--- config.mk ---
export PLATFORM = sky130hd
export DESIGN_NAME = issue_stage
export DESIGN_NICKNAME = d
export VERILOG_FILES = /design/src/pipe_types_pkg.sv /design/src/alu_op_pkg.sv /design/src/issue_stage.sv
export VERILOG_INCLUDE_DIRS = /design/src
export SDC_FILE = /design/constraint.sdc
export NUM_CORES = 1
export LEC_CHECK = 0
export ABC_AREA = 1
export BUFFER_PORTS_ARGS = -buffer_cell sky130_fd_sc_hd__buf_2
export CAP_MARGIN = 30
export CORE_AREA = 2 2 290 292
export CTS_CLUSTER_DIAMETER = 100
export DETAILED_ROUTE_END_ITERATION = 10
export DIE_AREA = 0 0 292 294
export PLACE_DENSITY = 0.39
export SYNTH_ARGS = -nofsm -noshare
export SYNTH_HDL_FRONTEND = slang
export SYNTH_SLANG_ARGS = --single-unit
--- constraint.sdc ---
create_clock -name clk -period 1.9 [get_ports clk]
set_input_delay 0.38 -clock clk [delete_from_list [all_inputs] [get_ports clk]]
set_output_delay 0.38 -clock clk [all_outputs]
set_load 0.02 [all_outputs]
--- src/ex_cfg.svh ---
`ifndef EX_CFG_SVH
`define EX_CFG_SVH

// lane 0 is the older instruction of a bundle
`define ISSUE_WIDTH 2

`define DATA_W 32

// register 0 is hardwired to zero
`define REG_COUNT 32
`define REG_ADDR_W 5

`endif

--- src/pipe_types_pkg.sv ---
`include "ex_cfg.svh"

package pipe_types_pkg;

    // one datapath word, also used for immediates
    typedef logic [`DATA_W-1:0] data_t;

    // architectural register index
    typedef logic [`REG_ADDR_W-1:0] reg_addr_t;

    // instruction address
    typedef logic [31:0] pc_t;

endpackage

--- src/alu_op_pkg.sv ---
package alu_op_pkg;

    // nop is zero so a cleared stage register reads as a bubble
    typedef enum logic [3:0] {
        NOP  = 4'd0,
        ADD  = 4'd1,
        SUB  = 4'd2,
        AND  = 4'd3,
        OR   = 4'd4,
        XOR  = 4'd5,
        SLL  = 4'd6,
        SRL  = 4'd7,
        SLT  = 4'd8,
        ADDI = 4'd9,
        LUI  = 4'd10,
        BEQ  = 4'd11,
        BNE  = 4'd12
    } alu_op_t;

    function automatic logic writes_reg(input alu_op_t op);
        return !(op inside {NOP, BEQ, BNE});
    endfunction

    function automatic logic branch_taken(input alu_op_t op, input pipe_types_pkg::data_t a,
                                          input pipe_types_pkg::data_t b);
        return (op == BEQ && a == b) || (op == BNE && a != b);
    endfunction

endpackage

--- src/issue_stage.sv ---
`timescale 1ns/1ps
`include "ex_cfg.svh"

module issue_stage (
    input  logic                                             clk,
    input  logic                                             rst_i,
    input  logic                                             pause_i,
    input  logic                                             flush_i,
    input  logic                                             redirect_i,
    input  logic                  [`ISSUE_WIDTH-1:0]         in_valid_i,
    input  alu_op_pkg::alu_op_t   [`ISSUE_WIDTH-1:0]         in_op_i,
    input  pipe_types_pkg::reg_addr_t [`ISSUE_WIDTH-1:0]     in_rd_i,
    input  pipe_types_pkg::reg_addr_t [`ISSUE_WIDTH-1:0]     in_rs1_i,
    input  pipe_types_pkg::reg_addr_t [`ISSUE_WIDTH-1:0]     in_rs2_i,
    input  pipe_types_pkg::data_t [`ISSUE_WIDTH-1:0]         in_imm_i,
    input  pipe_types_pkg::pc_t   [`ISSUE_WIDTH-1:0]         in_pc_i,
    input  pipe_types_pkg::data_t [2*`ISSUE_WIDTH-1:0]       rf_rdata_i,
    input  logic                  [`ISSUE_WIDTH-1:0]         fwd_ex_valid_i,
    input  pipe_types_pkg::reg_addr_t [`ISSUE_WIDTH-1:0]     fwd_ex_rd_i,
    input  pipe_types_pkg::data_t [`ISSUE_WIDTH-1:0]         fwd_ex_data_i,
    input  logic                  [`ISSUE_WIDTH-1:0]         fwd_wb_valid_i,
    input  pipe_types_pkg::reg_addr_t [`ISSUE_WIDTH-1:0]     fwd_wb_rd_i,
    input  pipe_types_pkg::data_t [`ISSUE_WIDTH-1:0]         fwd_wb_data_i,
    output pipe_types_pkg::reg_addr_t [2*`ISSUE_WIDTH-1:0]   rf_raddr_o,
    output logic                  [`ISSUE_WIDTH-1:0]         iss_valid_o,
    output alu_op_pkg::alu_op_t   [`ISSUE_WIDTH-1:0]         iss_op_o,
    output pipe_types_pkg::reg_addr_t [`ISSUE_WIDTH-1:0]     iss_rd_o,
    output pipe_types_pkg::pc_t   [`ISSUE_WIDTH-1:0]         iss_pc_o,
    output pipe_types_pkg::data_t [`ISSUE_WIDTH-1:0]         iss_imm_o,
    output pipe_types_pkg::data_t [`ISSUE_WIDTH-1:0]         iss_a_o,
    output pipe_types_pkg::data_t [`ISSUE_WIDTH-1:0]         iss_b_o
);

    pipe_types_pkg::data_t [`ISSUE_WIDTH-1:0] opnd_a;
    pipe_types_pkg::data_t [`ISSUE_WIDTH-1:0] opnd_b;

    // younger lane wins inside each stage, nearer stage wins over farther
    function automatic pipe_types_pkg::data_t bypass(input pipe_types_pkg::reg_addr_t addr,
                                                     input pipe_types_pkg::data_t rf_val);
        pipe_types_pkg::data_t val;
        if (addr == '0) begin
            val = '0;
        end else if (fwd_ex_valid_i[1] && fwd_ex_rd_i[1] == addr) begin
            val = fwd_ex_data_i[1];
        end else if (fwd_ex_valid_i[0] && fwd_ex_rd_i[0] == addr) begin
            val = fwd_ex_data_i[0];
        end else if (fwd_wb_valid_i[1] && fwd_wb_rd_i[1] == addr) begin
            val = fwd_wb_data_i[1];
        end else if (fwd_wb_valid_i[0] && fwd_wb_rd_i[0] == addr) begin
            val = fwd_wb_data_i[0];
        end else begin
            val = rf_val;
        end
        return val;
    endfunction

    always_comb begin
        for (int l = 0; l < `ISSUE_WIDTH; l++) begin
            rf_raddr_o[2*l]   = in_rs1_i[l];
            rf_raddr_o[2*l+1] = in_rs2_i[l];
            opnd_a[l] = bypass(in_rs1_i[l], rf_rdata_i[2*l]);
            if (in_op_i[l] inside {alu_op_pkg::ADDI, alu_op_pkg::LUI}) begin
                opnd_b[l] = in_imm_i[l];
            end else begin
                opnd_b[l] = bypass(in_rs2_i[l], rf_rdata_i[2*l+1]);
            end
        end
    end

    always_ff @(posedge clk) begin
        if (rst_i || flush_i || redirect_i) begin
            iss_valid_o <= '0;
            iss_op_o    <= {`ISSUE_WIDTH{alu_op_pkg::NOP}};
            iss_rd_o    <= '0;
            iss_pc_o    <= '0;
            iss_imm_o   <= '0;
            iss_a_o     <= '0;
            iss_b_o     <= '0;
        end else if (!pause_i) begin
            iss_valid_o <= in_valid_i;
            iss_op_o    <= in_op_i;
            iss_rd_o    <= in_rd_i;
            iss_pc_o    <= in_pc_i;
            iss_imm_o   <= in_imm_i;
            iss_a_o     <= opnd_a;
            iss_b_o     <= opnd_b;
        end
    end

endmodule

# Word level (Yosys, flattened, before mapping)
# Index checks and enable logic that the tools add are counted.
[totals]
register_bits = 276
wordCells = 79
input_bits = 453
out_inout_bits = 296
[classes]
n_mux = 22
eq_ne = 20
reduce_logical = 24
[ops]
columns = ["cell", "n"]
rows = [
  ["32-bit two-way mux", 22],
  ["5-bit == test", 16],
  ["5-bit logical NOT", 4],
  ["4-bit == test (second input constant)", 4],
  ["1-bit logical AND", 16],
  ["2-bit nonzero test", 2],
  ["1-bit logical OR", 2],
]

# Depth between registers and ports, before layout
[depth]
word_depth = 8
depth_mapped = 13
mapped_depth_nobuf = 11

# Least setup slack after synthesis
# OpenSTA, ideal clock, no wires.
[synth_timing]
path_type = "input to register"
from = "input fwd_ex_rd_i[7] (netlist name)"
to = "register iss_a_o[21] (netlist name)"
t_arrival_ns = 1.469
n_path_buf = 2
slack_ns = 0.299
stages = 8
setup_time_ns = 0.132
required_time_ns = 1.768
cell_sequence = "buf_2 xnor2_1 nand4_1 nor2_4 clkbuf_1 a21oi_1 nand2_1 a21oi_1"
[synth_between]
elab_chain_len = 4
[synth_rtl]
columns = ["item", "line_no", "source"]
rows = [
  ["start, declared", "issue_stage.sv:19", "input pipe_types_pkg::reg_addr_t [`ISSUE_WIDTH-1:0] fwd_ex_rd_i,"],
  ["5-bit == test", "issue_stage.sv:43", "end else if (fwd_ex_valid_i[1] && fwd_ex_rd_i[1] == addr) begin"],
  ["1-bit logical AND", "issue_stage.sv:43", ""],
  ["32-bit two-way mux", "issue_stage.sv:43", ""],
  ["32-bit two-way mux", "issue_stage.sv:41", "if (addr == '0) begin"],
  ["end signal, assigned", "issue_stage.sv:85", "iss_a_o <= opnd_a;"],
  ["end, declared", "issue_stage.sv:30", "output pipe_types_pkg::data_t [`ISSUE_WIDTH-1:0] iss_a_o,"],
]
# Every way passes these cells.
# A chain may end at the register's enable or synchronous reset.

# Worst setup path after layout
[layout_timing]
from = "input in_rs2_i[6] (netlist name)"
to = "register iss_b_o[38] (netlist name)"
[layout_between]
elab_chain_len = 8
word_cells_on_any_way = 15
cone_classes = "eq/ne (4); mux (6); reduce/logical (5)"
[layout_rtl]
columns = ["item", "line_no", "source"]
rows = [
  ["start, declared", "issue_stage.sv:14", "input pipe_types_pkg::reg_addr_t [`ISSUE_WIDTH-1:0] in_rs2_i,"],
  ["5-bit == test", "issue_stage.sv:49", "end else if (fwd_wb_valid_i[0] && fwd_wb_rd_i[0] == addr) begin"],
  ["1-bit logical AND", "issue_stage.sv:49", ""],
  ["32-bit two-way mux", "issue_stage.sv:49", ""],
  ["32-bit two-way mux", "issue_stage.sv:47", "end else if (fwd_wb_valid_i[1] && fwd_wb_rd_i[1] == addr) begin"],
  ["32-bit two-way mux", "issue_stage.sv:45", "end else if (fwd_ex_valid_i[0] && fwd_ex_rd_i[0] == addr) begin"],
  ["32-bit two-way mux", "issue_stage.sv:43", ""],
  ["32-bit two-way mux (*)", "issue_stage.sv:41", ""],
  ["32-bit two-way mux (*)", "issue_stage.sv:62", "if (in_op_i[l] inside {alu_op_pkg::ADDI, alu_op_pkg::LUI}) begin"],
  ["end signal, assigned", "issue_stage.sv:86", "iss_b_o <= opnd_b;"],
  ["end, declared", "issue_stage.sv:31", "output pipe_types_pkg::data_t [`ISSUE_WIDTH-1:0] iss_b_o"],
]
# Mark *: on every way between the ends. The rest lies on a longest branch, timed or not.

==> run_results.csv <==
group,metric,value,unit
status,status,"complete, no violations",
sta,clock_skew,0,ns
clocking,post_cts_buffers,0,
setup_path,crit_required,2.39,ns
synthesis,syn_area,17160,um2
drt,wire_per_inst,24.06,um
layout,nets,4080,
clocking,cts_tree,"built",
clocking,hold_buffers,0,
die,pin_count,749,
setup_path,path_max_fanout,20,
sta,fmax,557.0,MHz
synthesis,avgSynthCellArea,5.914,um2
drt,antenna_left,0,
drt,drc,0,
synthesis,async_flop_share,0,%
clocking,cts_made_buffers,38,
clocking,clkTransAtPathRegs,0.06,ns
sta,layout_min_cycle_time,1.795,ns
sta,rsz0062_at_grt,"false",
clocking,cts_resized,0,
global_routing,antenna_found_initial,56,
clocking,clockRootBuffer,"clkbuf_16",
placed_design,post-place-ws,-0.4504,ns
synthesis,synth.distinct_cells,20,
sta,hold_viol,0,
synthesis,ys_seq_elements,276,
drt,via_per_inst,4.776,
sta,slew_violations,0,
synthesis,syn_nets,3355,
setup_path,startpoint_type,"input pin",
clocking,cts-htree-levels,2,
pwr,total_power,17.87,mW
die,die_h,294,um
synthesis,seq_area_frac_synth,32.19,%
synthesis,synthFlopType,"dfxtp_1",
clocking,insertion_delay,0.55,ns
setup_path,cp_common_cell,"nand2_1",
sta,maxSlewHeadroom,50.61,%
pwr,ir_drop,0.6179,mV
clocking,cts_max_path_buffers,3,
drt,routed_wl,114400,um
drt,dr.pass1.iters,6,
sta,fin_crit_sh,94.49,%
clocking,clock-sinks,276,
setup_path,endpoint_kind,"register",
setup_path,criticalPathCategory,"input pin to register",
synthesis,synth_edf_count,0,
drt,vias,22710,
pwr,p_per_area,726.4,nW/um2
layout,mostFrequentLayoutCell,"nand2_1",
setup_path,cp_data_arrival_time,2.29,ns
global_routing,grt_max_degree,144,
setup_path,slowest_delay,0.32,ns
placed_design,gp_congestion,0.9010,
sta,tightest_slew,0.7408,ns
sta,setup_viol,0,
die,fp.dieW,292,um
synthesis,yosys_warnings,0,
global_routing,grt_pass1_wl,160500,um
placed_design,place_hpwl,90220,um
die,dieArea,85850,um2
setup_path,worstPathCellList,"buf_2, inv_2, nand2_1, nand3_1, buf_4, nor2_4, buf_4, nand3_1, nand3_1, nand2_1, nand2_1, nand2_1, a21oi_1",
sta,setup_ws,0.1046,ns
job,maxCapViolCount,0,
die,start_util,20.70,%
global_routing,grt_usage,25.53,%
setup_path,worst-path-buf-inv,4,
die,coreArea,82890,um2
layout,final_cell_mix,"nand2_1, buf_2, a21oi_1",
synthesis,syn_inst,2902,
global_routing,grt_pass1_vias,21940,
hold_path,hold_path_class,"input pin to register",
layout,final_layout_size_suffix_gt1_share,28.44,%
drt,drt_iter0_markers,2049,
placed_design,io_buffers,748,
die,rows,106,
layout,area_growth,43.34,%
pwr,leakagePower,12.14,nW
global_routing,overflow,0,
setup_path,crit_family,"simple AND/OR/NAND/NOR gates",
setup_path,cpMaxStageDelayCell,"buf_4",
-- path summary, 6_finish.rpt --
path           startpoint           end  slack, ns  cells past startpoint
max           in_rs2_i[6]   iss_b_o[38]       0.10                     13
min            in_rd_i[7]   iss_rd_o[7]       0.07                      3
max reg2reg   iss_b_o[32]   iss_b_o[32]       0.71                      2
min reg2reg  iss_pc_o[15]  iss_pc_o[15]       0.46                      2
-- flip-flops by register name, summed over array words and instances, names as in the netlist --
signal	cells
iss_a_o	64
iss_b_o	64
iss_imm_o	64
iss_pc_o	64
iss_rd_o	10
iss_op_o	8
iss_valid_o	2
-- cell type report --
cell class                 instances  area [um2]
fill                            9510       58290
antenna                           17       42.54
clock buffer                      52        1065
multi-input combinational       2307       10200
inverter                          79       301.5
clock inverter                    18       310.3
sequential                       276        5525
tap                             1080        1351
timing repair buffer             925        5808
-- power by group --
group | switching, mW | leakage (nW) | internal (mW)
clock network | 3.08 | 0.665 | 4.94
registers | 0.0675 | 2.23 | 5.91
logic | 2.56 | 9.24 | 1.30
-- worst min-delay path: stages --
cell and delay, ns:
buf_2 0.09, nand2_1 0.05, a21oi_1 0.05
-- per-stage QoR --
stage	util (%)	hold WS (ns)	cell area [um2]	setup TNS, ns	instances
floorplan	-	0.5232	17160	0	2902
detailed placement	27.97	0.4526	23180	-23.55	4667
global placement	27.97	0.4502	23180	-23.88	4667
global route	29.65	0.04364	24580	0	4745
CTS	29.63	0.02888	24560	0	4737
finish	29.68	0.07068	24600	0	4754
-- cells by family (layout without fill, tap and decap cells) --
kind of cell | after synthesis | in the layout | share of synthesized area [%]
AND/OR/NAND/NOR | 1669 | 1669 | 39.88
AO/OA/AOI/OAI | 620 | 620 | 18.11
buffers and inverters | 319 | 1074 | 8.901
flip-flops | 276 | 276 | 32.19
XOR/XNOR | 18 | 18 | 0.9186
other | 0 | 17 | 0
-- cells in the mapped netlist, types with 8 or more instances --
master | number | share of area [%]
nand2_1 | 1015 | 22
a21oi_1 | 607 | 18
nor2_1 | 349 | 7.6
dfxtp_1 | 276 | 32
nand3_1 | 200 | 5.8
buf_2 | 111 | 3.2
clkbuf_1 | 82 | 1.8
nand4_1 | 79 | 2.9
inv_1 | 57 | 1.2
buf_4 | 43 | 1.9
inv_2 | 22 | 0.48
xnor2_1 | 16 | 0.82
o21ai_1 | 11 | 0.32
nor2_2 | 10 | 0.36
nor2_4 | 8 | 0.52
-- routing by layer --
layer	vias up	share of wire, %	GRT usage, %	wire [um]
met4	48	2.5	6.387	2889
li1	10960	-	-	-
met1	10610	40	30.58	45920
met3	186	8.2	6.805	9373
met2	908	49	45.03	55880
met5	-	0.27	0	308
Note: power is estimated with default switching activity, not from simulation.
